<file path="src/hdl/mips_pkg.sv">
`default_nettype none

package mips_pkg;

    typedef logic [31:0] word_t;    // data or address word.
    typedef logic [4:0]  reg_idx_t; // register index.

    // primary opcodes kept in the subset.
    typedef enum logic [5:0] {
        op_special = 6'h00,
        op_beq     = 6'h04,
        op_bne     = 6'h05,
        op_blez    = 6'h06,
        op_bgtz    = 6'h07,
        op_addiu   = 6'h09,
        op_andi    = 6'h0c,
        op_ori     = 6'h0d,
        op_lui     = 6'h0f,
        op_lw      = 6'h23,
        op_sw      = 6'h2b
    } opcode_t;

    // r-type function codes.
    typedef enum logic [5:0] {
        fn_jr   = 6'h08,
        fn_addu = 6'h21,
        fn_subu = 6'h23,
        fn_and  = 6'h24,
        fn_or   = 6'h25,
        fn_slt  = 6'h2a
    } funct_t;

    typedef enum logic [2:0] {alu_add, alu_sub, alu_and, alu_or, alu_slt, alu_lui} alu_op_t;

    typedef enum logic [2:0] {br_none, br_eq, br_ne, br_lez, br_gtz} branch_cond_t;

    typedef enum logic [2:0] {
        s_idle, s_fetch, s_decode, s_execute, s_memory, s_writeback, s_halted
    } seq_state_t;

    localparam reg_idx_t reg_v0 = 5'd2; // result register seen at the top.

endpackage

`default_nettype wire

</file>
<file path="src/hdl/avalon_bus_master.sv">
`timescale 1ns/10ps
`default_nettype none

module avalon_bus_master import mips_pkg::*; (
    input  wire logic  clk,
    input  wire logic  rst_n,
    input  wire logic  req_read,
    input  wire logic  req_write,
    input  wire word_t req_addr,
    input  wire word_t req_wdata,
    output logic       done,
    output word_t      rdata,
    output word_t      address,
    output logic       read,
    output logic       write,
    output word_t      writedata,
    output logic [3:0] byteenable,
    input  wire logic  waitrequest,
    input  wire word_t readdata
);

    assign byteenable = 4'b1111; // word accesses only.

    // transfer ends on the first edge with waitrequest low.
    assign done  = (read || write) && !waitrequest;
    assign rdata = readdata;      // valid while done is high.

    always_ff @(posedge clk or negedge rst_n) begin
        if (!rst_n) begin
            read  <= 1'b0;
            write <= 1'b0;
        end else if (req_read || req_write) begin
            read  <= req_read;
            write <= req_write;
        end else if (done) begin
            read  <= 1'b0;
            write <= 1'b0;
        end
    end

    always_ff @(posedge clk) begin
        if (req_read || req_write) begin
            address   <= req_addr;
            writedata <= req_wdata;
        end
    end

    // ************************************************************************
    // bus protocol checks.
    // ************************************************************************
    a_hold_stable : assert property (@(posedge clk) disable iff (!rst_n)
        (read || write) && waitrequest |=> $stable(address) && $stable(writedata)
            && $stable(read) && $stable(write))
        else $error("address or command changed during waitrequest.");

    a_no_read_write : assert property (@(posedge clk) disable iff (!rst_n)
        !(read && write))
        else $error("read and write asserted together.");

endmodule

`default_nettype wire

</file>
<file path="src/hdl/alu_branch_unit.sv">
`timescale 1ns/10ps
`default_nettype none

module alu_branch_unit import mips_pkg::*; (
    input  wire alu_op_t      alu_op,
    input  wire word_t        operand_a,
    input  wire word_t        operand_b,
    input  wire branch_cond_t branch_cond,
    output word_t             result,
    output logic              taken
);

    logic a_zero; // shared by the lez and gtz tests.
    logic a_neg;

    assign a_zero = (operand_a == '0);
    assign a_neg  = operand_a[31];

    always_comb begin
        case (alu_op)
            alu_add: result = operand_a + operand_b; // wraps, no overflow trap.
            alu_sub: result = operand_a - operand_b;
            alu_and: result = operand_a & operand_b;
            alu_or:  result = operand_a | operand_b;
            alu_slt: begin
                result = {31'b0, ($signed(operand_a) < $signed(operand_b))};
            end
            alu_lui: result = {operand_b[15:0], 16'h0000};
            default: result = '0;
        endcase
    end

    // branch tests.
    always_comb begin
        case (branch_cond)
            br_eq:   taken = (operand_a == operand_b);
            br_ne:   taken = (operand_a != operand_b);
            br_lez:  taken = a_neg || a_zero;      // signed <= 0.
            br_gtz:  taken = !a_neg && !a_zero;
            default: taken = 1'b0;
        endcase
    end

endmodule

`default_nettype wire

</file>
<file path="src/hdl/reg_file.sv">
`timescale 1ns/10ps
`default_nettype none

module reg_file import mips_pkg::*; (
    input  wire logic     clk,
    input  wire logic     rst_n,
    input  wire reg_idx_t rs_idx,
    input  wire reg_idx_t rt_idx,
    output word_t         rs_data,
    output word_t         rt_data,
    input  wire logic     wr_en,
    input  wire reg_idx_t wr_idx,
    input  wire word_t    wr_data,
    output word_t         register_v0
);

    word_t regs [1:31]; // $0 has no storage.

    always_ff @(posedge clk or negedge rst_n) begin
        if (!rst_n) begin
            for (int i = 1; i < 32; i++) begin
                regs[i] <= '0;
            end
        end else if (wr_en && (wr_idx != '0)) begin
            regs[wr_idx] <= wr_data;
        end
    end

    assign rs_data     = (rs_idx == '0) ? '0 : regs[rs_idx];
    assign rt_data     = (rt_idx == '0) ? '0 : regs[rt_idx];
    assign register_v0 = regs[reg_v0];

    a_wr_idx_known : assert property (@(posedge clk) disable iff (!rst_n)
        wr_en |-> !$isunknown(wr_idx))
        else $error("register write with unknown index.");

endmodule

`default_nettype wire

</file>
<file path="src/hdl/cpu_sequencer.sv">
`timescale 1ns/10ps
`default_nettype none

module cpu_sequencer import mips_pkg::*; #(
    parameter word_t reset_vector = 32'h0000_0004
) (
    input  wire logic     clk,
    input  wire logic     rst_n,
    output logic          active,
    output logic          req_read,
    output logic          req_write,
    output word_t         req_addr,
    output word_t         req_wdata,
    input  wire logic     done,
    input  wire word_t    rdata,
    output alu_op_t       alu_op,
    output word_t         operand_a,
    output word_t         operand_b,
    output branch_cond_t  branch_cond,
    input  wire word_t    result,
    input  wire logic     taken,
    output reg_idx_t      rs_idx,
    output reg_idx_t      rt_idx,
    input  wire word_t    rs_data,
    input  wire word_t    rt_data,
    output logic          wr_en,
    output reg_idx_t      wr_idx,
    output word_t         wr_data
);

    seq_state_t   state;
    word_t        pc, ir, next_pc;
    word_t        imm_q, result_q, br_target_q, pend_target;
    reg_idx_t     dest_q;
    alu_op_t      alu_op_q;
    branch_cond_t cond_q;
    logic         use_imm_q, reg_write_q, load_q, store_q, jr_q;
    logic         br_taken_q, pend_valid, halting;

    // decoded fields of ir.
    alu_op_t      dec_alu_op;
    branch_cond_t dec_cond;
    word_t        dec_imm;
    reg_idx_t     dec_dest;
    logic         dec_use_imm, dec_wr, dec_load, dec_store, dec_jr;

    // ************************************************************************
    // instruction decode.
    // ************************************************************************
    always_comb begin
        dec_alu_op  = alu_add;
        dec_cond    = br_none;
        dec_imm     = {{16{ir[15]}}, ir[15:0]}; // sign extended by default.
        dec_dest    = ir[20:16];
        dec_use_imm = 1'b1;
        dec_wr      = 1'b0;
        dec_load    = 1'b0;
        dec_store   = 1'b0;
        dec_jr      = 1'b0;
        case (opcode_t'(ir[31:26]))
            op_special: begin
                dec_use_imm = 1'b0;
                dec_dest    = ir[15:11];
                case (funct_t'(ir[5:0]))
                    fn_addu: dec_wr = 1'b1;
                    fn_subu: begin dec_alu_op = alu_sub; dec_wr = 1'b1; end
                    fn_and:  begin dec_alu_op = alu_and; dec_wr = 1'b1; end
                    fn_or:   begin dec_alu_op = alu_or;  dec_wr = 1'b1; end
                    fn_slt:  begin dec_alu_op = alu_slt; dec_wr = 1'b1; end
                    fn_jr:   dec_jr = 1'b1;
                    default: ; // no-op.
                endcase
            end
            op_addiu: dec_wr = 1'b1;
            op_andi: begin
                dec_alu_op = alu_and;
                dec_imm    = {16'h0000, ir[15:0]};
                dec_wr     = 1'b1;
            end
            op_ori: begin
                dec_alu_op = alu_or;
                dec_imm    = {16'h0000, ir[15:0]};
                dec_wr     = 1'b1;
            end
            op_lui: begin dec_alu_op = alu_lui; dec_wr = 1'b1; end
            op_lw:  begin dec_load = 1'b1; dec_wr = 1'b1; end
            op_sw:  dec_store = 1'b1;
            // branches compare rs with rt, imm kept for the target.
            op_beq:  begin dec_cond = br_eq;  dec_use_imm = 1'b0; end
            op_bne:  begin dec_cond = br_ne;  dec_use_imm = 1'b0; end
            op_blez: begin dec_cond = br_lez; dec_use_imm = 1'b0; end
            op_bgtz: begin dec_cond = br_gtz; dec_use_imm = 1'b0; end
            default: ; // unknown opcode runs as a no-op.
        endcase
    end

    assign rs_idx      = ir[25:21];
    assign rt_idx      = ir[20:16];
    assign alu_op      = alu_op_q;
    assign branch_cond = cond_q;
    assign operand_a   = rs_data;
    assign operand_b   = use_imm_q ? imm_q : rt_data;

    assign next_pc = pend_valid ? pend_target : pc + 32'd4; // delay slot resolves here.
    assign halting = pend_valid && (pend_target == '0);     // jr $0 delay slot done.

    assign wr_en   = (state == s_writeback) && reg_write_q;
    assign wr_idx  = dest_q;
    assign wr_data = result_q;

    // bus requests are single-cycle pulses on entry to fetch or memory.
    always_comb begin
        req_read  = 1'b0;
        req_write = 1'b0;
        req_addr  = next_pc;
        req_wdata = rt_data;
        case (state)
            s_idle: begin
                req_read = 1'b1;
                req_addr = pc;
            end
            s_execute: begin
                req_read  = load_q;
                req_write = store_q;
                req_addr  = result; // rs + offset.
            end
            s_writeback: req_read = !halting;
            default: ;
        endcase
    end

    // ************************************************************************
    // state machine and control registers.
    // ************************************************************************
    always_ff @(posedge clk or negedge rst_n) begin
        if (!rst_n) begin
            state       <= s_idle;
            pc          <= reset_vector;
            active      <= 1'b0;
            pend_valid  <= 1'b0;
            br_taken_q  <= 1'b0;
            alu_op_q    <= alu_add;
            cond_q      <= br_none;
            use_imm_q   <= 1'b0;
            reg_write_q <= 1'b0;
            load_q      <= 1'b0;
            store_q     <= 1'b0;
            jr_q        <= 1'b0;
        end else begin
            case (state)
                s_idle: begin
                    state  <= s_fetch;
                    active <= 1'b1;
                end
                s_fetch: if (done) state <= s_decode;
                s_decode: begin
                    alu_op_q    <= dec_alu_op;
                    cond_q      <= dec_cond;
                    use_imm_q   <= dec_use_imm;
                    reg_write_q <= dec_wr;
                    load_q      <= dec_load;
                    store_q     <= dec_store;
                    jr_q        <= dec_jr;
                    state       <= s_execute;
                end
                s_execute: begin
                    br_taken_q <= jr_q || taken;
                    state      <= (load_q || store_q) ? s_memory : s_writeback;
                end
                s_memory: if (done) state <= s_writeback;
                s_writeback: begin
                    pc         <= next_pc;
                    pend_valid <= br_taken_q; // arm after this instruction.
                    if (halting) begin
                        state  <= s_halted;
                        active <= 1'b0;
                    end else begin
                        state  <= s_fetch;
                    end
                end
                default: state <= s_halted; // stays here until reset.
            endcase
        end
    end

    // payload registers.
    always_ff @(posedge clk) begin
        if (state == s_fetch && done) begin
            ir <= rdata;
        end
        if (state == s_decode) begin
            imm_q  <= dec_imm;
            dest_q <= dec_dest;
        end
        if (state == s_execute) begin
            result_q    <= result;
            br_target_q <= jr_q ? rs_data : pc + 32'd4 + {imm_q[29:0], 2'b00};
        end
        if (state == s_memory && done && load_q) begin
            result_q <= rdata;
        end
        if (state == s_writeback) begin
            pend_target <= br_target_q;
        end
    end

    a_fetch_aligned : assert property (@(posedge clk) disable iff (!rst_n)
        (state == s_fetch) |-> (pc[1:0] == 2'b00))
        else $error("fetch from an unaligned address.");

endmodule

`default_nettype wire

</file>
<file path="src/hdl/mips_cpu_top.sv">
`timescale 1ns/10ps
`default_nettype none

module mips_cpu_top import mips_pkg::*; #(
    parameter word_t reset_vector = 32'h0000_0004
) (
    input  wire logic  clk,
    input  wire logic  rst_n,
    output logic       active,
    output word_t      register_v0,
    output word_t      address,
    output logic       write,
    output logic       read,
    input  wire logic  waitrequest,
    output word_t      writedata,
    output logic [3:0] byteenable,
    input  wire word_t readdata
);

    // sequencer to bus master.
    logic  req_read, req_write, done;
    word_t req_addr, req_wdata, rdata;

    // sequencer to alu.
    alu_op_t      alu_op;
    branch_cond_t branch_cond;
    word_t        operand_a, operand_b, result;
    logic         taken;

    // sequencer to register file.
    reg_idx_t rs_idx, rt_idx, wr_idx;
    word_t    rs_data, rt_data, wr_data;
    logic     wr_en;

    avalon_bus_master u_bus (
        .clk, .rst_n,
        .req_read, .req_write, .req_addr, .req_wdata,
        .done, .rdata,
        .address, .read, .write, .writedata, .byteenable,
        .waitrequest, .readdata
    );

    cpu_sequencer #(.reset_vector(reset_vector)) u_seq (
        .clk, .rst_n, .active,
        .req_read, .req_write, .req_addr, .req_wdata, .done, .rdata,
        .alu_op, .operand_a, .operand_b, .branch_cond, .result, .taken,
        .rs_idx, .rt_idx, .rs_data, .rt_data, .wr_en, .wr_idx, .wr_data
    );

    alu_branch_unit u_alu (
        .alu_op, .operand_a, .operand_b, .branch_cond, .result, .taken
    );

    reg_file u_regs (
        .clk, .rst_n,
        .rs_idx, .rt_idx, .rs_data, .rt_data,
        .wr_en, .wr_idx, .wr_data,
        .register_v0
    );

endmodule

`default_nettype wire

</file>
<file path="config.mk">
export PLATFORM = sky130hd
export DESIGN_NAME = mips_cpu_top
export DESIGN_NICKNAME = d
export VERILOG_FILES = /design/src/hdl/mips_pkg.sv /design/src/hdl/avalon_bus_master.sv /design/src/hdl/alu_branch_unit.sv /design/src/hdl/reg_file.sv /design/src/hdl/cpu_sequencer.sv /design/src/hdl/mips_cpu_top.sv
export SDC_FILE = /design/constraint.sdc
export NUM_CORES = 2
export LEC_CHECK = 0
export BUFFER_PORTS_ARGS = -buffer_cell sky130_fd_sc_hd__buf_2
export CORE_MARGIN = 5
export CORE_UTILIZATION = 55
export CTS_BUF_LIST = sky130_fd_sc_hd__clkbuf_2 sky130_fd_sc_hd__clkbuf_4 sky130_fd_sc_hd__clkbuf_8
export DETAILED_ROUTE_END_ITERATION = 12
export PLACE_DENSITY = 0.71
export SLEW_MARGIN = 5
export SYNTH_ARGS = -nofsm -noshare
export SYNTH_HDL_FRONTEND = slang
export SYNTH_SLANG_ARGS = --single-unit
export TNS_END_PERCENT = 5
</file>
<file path="constraint.sdc">
create_clock -name clk -period 8.4 [get_ports clk]
set_clock_uncertainty 0.05 [all_clocks]
set_input_delay 1.26 -clock clk [delete_from_list [all_inputs] [get_ports clk]]
set_output_delay 1.26 -clock clk [all_outputs]
set_load 0.02 [all_outputs]
</file>
==> summary.md <==
The completed layout was analyzed and its total power is 0.0197 W. The run gives 5094 as the synthesized netlist cell count. The routed layout has 47534 vias. The biggest area contributor in the post-synthesis netlist is dfrtp_1. By area, the combinational part of the netlist is dominated by multiplexers. The via density per instance was 6.87. The root buffer cell chosen for the clock tree is clkbuf_8.

The post-synthesis xor/xnor area fraction was 0.0104; the post-route standard cell area excluding fillers was 0.0772 sq mm. TritonCTS built the clock tree. The count of nets after finishing was 5249; the count of yosys warnings during synthesis was 0. The tools report the number of distinct library cells after synthesis as 80.

The count of nets left with antenna violations once routing finished came out at 0. Setup repair after global routing left no endpoint under its margin. Synthesis inferred 1257 register bits. Sequential fraction of the synthesis area: 0.462.

Detailed placer's ending HPWL: 144000 um. The worst register-to-register path has a depth of 21. The max-slew violation count is 0, and the synthesized-area fraction occupied by adder cells is 0.0235.

The area fraction in compound gates after synthesis was 0.0595; the maximum achievable frequency was 136 MHz. Adding up every negative setup slack in the final design gives 0 ps. The actual slew at the worst max-slew pin works out to 1380 ps. The H-tree was split into 4 levels. The run gives 6922 as the count of non-filler cells in the finished layout. For the aggregate global-route resource usage, the log shows 0.326. The startpoint identified for the worst register-to-register timing path is u_seq.ir[16].

The fraction of synthesized cell area taken by the top area cell type came out at 0.370. In the final routed layout, each cell accounts on average for 32.0 um. In this run the cell area measured after placement is 0.0725 sq mm. The core region is 0.127 sq mm.

Counting tap cells, the placed design contains a total of 6534 instances. The count of final hold-check violations is 0, and the final count of negative-setup-slack endpoints is 0. After clock tree synthesis, the clock-pin slew on the worst setup and hold paths is 60 ps.

The horizontal die dimension was 368 um. The final period utilization is 0.878, and the hold buffer count at CTS is 0. The clock reaches the later pin of the worst-skew pair after 950 ps.

The post-synthesis cell area was 0.0704 sq mm; the number of buffers on the longest clock path was 3. For this design the ratio of total power to cell area is 255 mW/mm^2. The logs give 35.2 nW for the total leakage power and 5 for the count of TritonRoute iterations in the first routing pass. TritonCTS created 209 clock buffers. For this run the aggregate overflow at the end of global routing stands at 0. The run gives 221000 um as the total wire length after detailed routing. Critical path class: reg2reg.

The kind of end point of the critical path is a flip-flop. In this run, the number of DRC markers left after iteration 0 of detailed routing was 5602. After floorplanning, the core was divided into 131 placement rows. The floorplan step defined a die boundary enclosing 0.135 sq mm. Across the VDD grid, the largest voltage drop is 0.000243 V. The final period demand of the worst path works out to 7380 ps.

For the weighted congestion at the end of routability-driven global placement, the log shows 1.01. In this run the count of I/O pins placed on the die edge is 138. In this run the critical register-to-register path is captured at u_seq.wr_data[22]. The layout cell share with drive strength beyond 1 is 0.450, and the area of the multi-input gates is 0.0354 sq mm. The worst hold slack across all endpoints is 312 ps. The dominant register cell in the synthesized netlist was dfrtp_1.

The run gives 9000 ps as the critical path required time. The path class of the tightest hold or removal check is in2async. The most common cell in the synthesized netlist is mux2_2. The run finished with clean final reports.

The average cell area after synthesis was 13.8 sq um. The largest fanout of any net on the critical path came out at 38. The worst relative slew slack came out at 0.0825. Fill cells in the final layout number 9797. The area added between synthesis and finish came out at 9.59%. The post-synthesis share of cell area spent on and, or, nand and nor gates is 0.0374, and the signal arrival time at the worst endpoint is 7980 ps.

The starting density of the core was 0.553. After synthesis, the most frequently instantiated cells are 1076 x mux2_2, 1042 x dfrtp_1, 572 x mux4_2, 308 x clkbuf_1, 214 x edfxtp_1. The number of synthesized flops with an enable pin works out to 214. By area the synthesized netlist is led by dfrtp_1 37%, mux4_2 18%, mux2_2 17%, edfxtp_1 9.1%, ha_1 2.3%. The max-capacitance violation count is 0. Summing all flip-flop and latch instances after layout gives 0.0325 sq mm.

The count of port buffers added during placement was 133; the maximum number of pins on one net before global-route repair was 183. The number of clock sinks is 1257. Post-CTS timing repair inserted 0 buffers for setup. The multiplexer area fraction after synthesis was 0.369. After clock tree synthesis, the repair step resized 0 gates. The die is 368 um tall. Via count of the first global-routing pass: 47840. Sort of element at the start of the critical path: a flip-flop. The first global-routing pass estimated 326000 um of wire. The share of flip-flops with an asynchronous set or reset after synthesis is 0.830.

The logs give 0 for the number of remaining DRC errors and 1020 ps for the setup slack on the worst flop-to-flop path. The initial antenna violation count was 14.
## registers in the layout, summed over array words and instances (netlist names), 5 cells and up
name and cells:
u_regs.regs 960, u_regs.register_v0 32, u_seq.imm_q 17, u_seq.br_target_q 32, u_seq.pend_target 32, u_bus.address 32
u_seq.wr_data 32, u_bus.writedata 32, u_seq.pc 32, u_seq.ir 32, u_seq.wr_idx 5
## layer usage
layer,track usage,up-vias,part of all wire,routed length (um)
li1,-,19363,-,-
met1,0.448,25015,0.39,86500
met2,0.501,2558,0.46,102000
met3,0.0677,592,0.092,20400
met4,0.157,6,0.054,11900
met5,0,-,0.00014,30
## worst max-delay path by stage
stage,end,slack (ps),cells past startpoint,from
3_5_place_dp,u_bus.address[27],1130,19,u_seq.ir[16]
3_3_place_gp,u_bus.address[27],1180,19,u_seq.ir[16]
4_1_cts,u_seq.wr_data[22],1130,21,u_seq.ir[16]
2_1_floorplan,u_seq.wr_data[24],2520,24,u_seq.ir[16]
6_report,u_seq.wr_data[22],1020,21,u_seq.ir[16]
5_1_grt,u_seq.wr_data[24],700,21,u_seq.ir[16]
## critical path, cell delays in order, from the launching register on
cell and delay, ps:
edfxtp_1 870, buf_12 370, buf_4 460, mux4_2 560, mux4_2 480, mux2i_1 540
nor2_1 130, a21oi_1 330, inv_1 100, ha_1 470, inv_1 90, o21ai_0 90
a21oi_1 110, o21bai_1 140, a21oi_1 90, a311oi_1 690, o31ai_1 260, a21oi_1 410
mux2i_1 160, xnor2_1 150, a21oi_1 340, a21oi_1 110
## kinds of logic after synthesis
kind of cell	Yosys count
XOR/XNOR	84
buffers and inverters	649
AND/OR/NAND/NOR	577
other	1
flip-flops	1257
adder cells (fa/ha/maj)	131
multiplexers	1747
AO/OA/AOI/OAI	648
## where the power goes
part           internal (W)  switching [W]  total (W)
Clock               0.00327        0.00263    0.00590
Combinational       0.00197        0.00339    0.00536
Sequential          0.00724        0.00119    0.00843
## stage by stage
stage / setup WS (ps) / utilization
floorplan: 2520 / -
global placement: 1180 / 0.570
detailed placement: 1130 / 0.570
CTS: 1130 / 0.606
global route: 700 / 0.606
finish: 1020 / 0.606
## layout by cell type, fill, tap and decap left out, types with 26 or more instances in the layout
master	synthesis	routed
o21bai_1	33	33
xor2_1	28	28
clkbuf_4	0	82
nor2_1	175	161
inv_1	150	148
dfrtp_1	1042	1038
o21ai_0	159	159
nand2_1	212	198
a21o_1	27	27
mux4_2	572	572
nand3_1	30	29
xnor2_1	56	56
a22o_1	61	61
mux2i_1	99	99
clkbuf_8	0	264
edfxtp_1	214	214
buf_2	43	132
nor3_1	28	26
mux2_2	1076	1076
buf_4	46	123
ha_1	129	129
a21oi_1	168	168
## final cells by class
class,count,share of cell area
Antenna cell,8,0.000259
Clock buffer,346,0.0551
Timing Repair Buffer,273,0.0251
Inverter,151,0.00741
Multi-Input combinational cell,3191,0.459
Tap cell,1662,0.0269
Sequential cell,1257,0.422
Clock inverter,34,0.00465
Note: power is estimated with default switching activity, not from simulation.
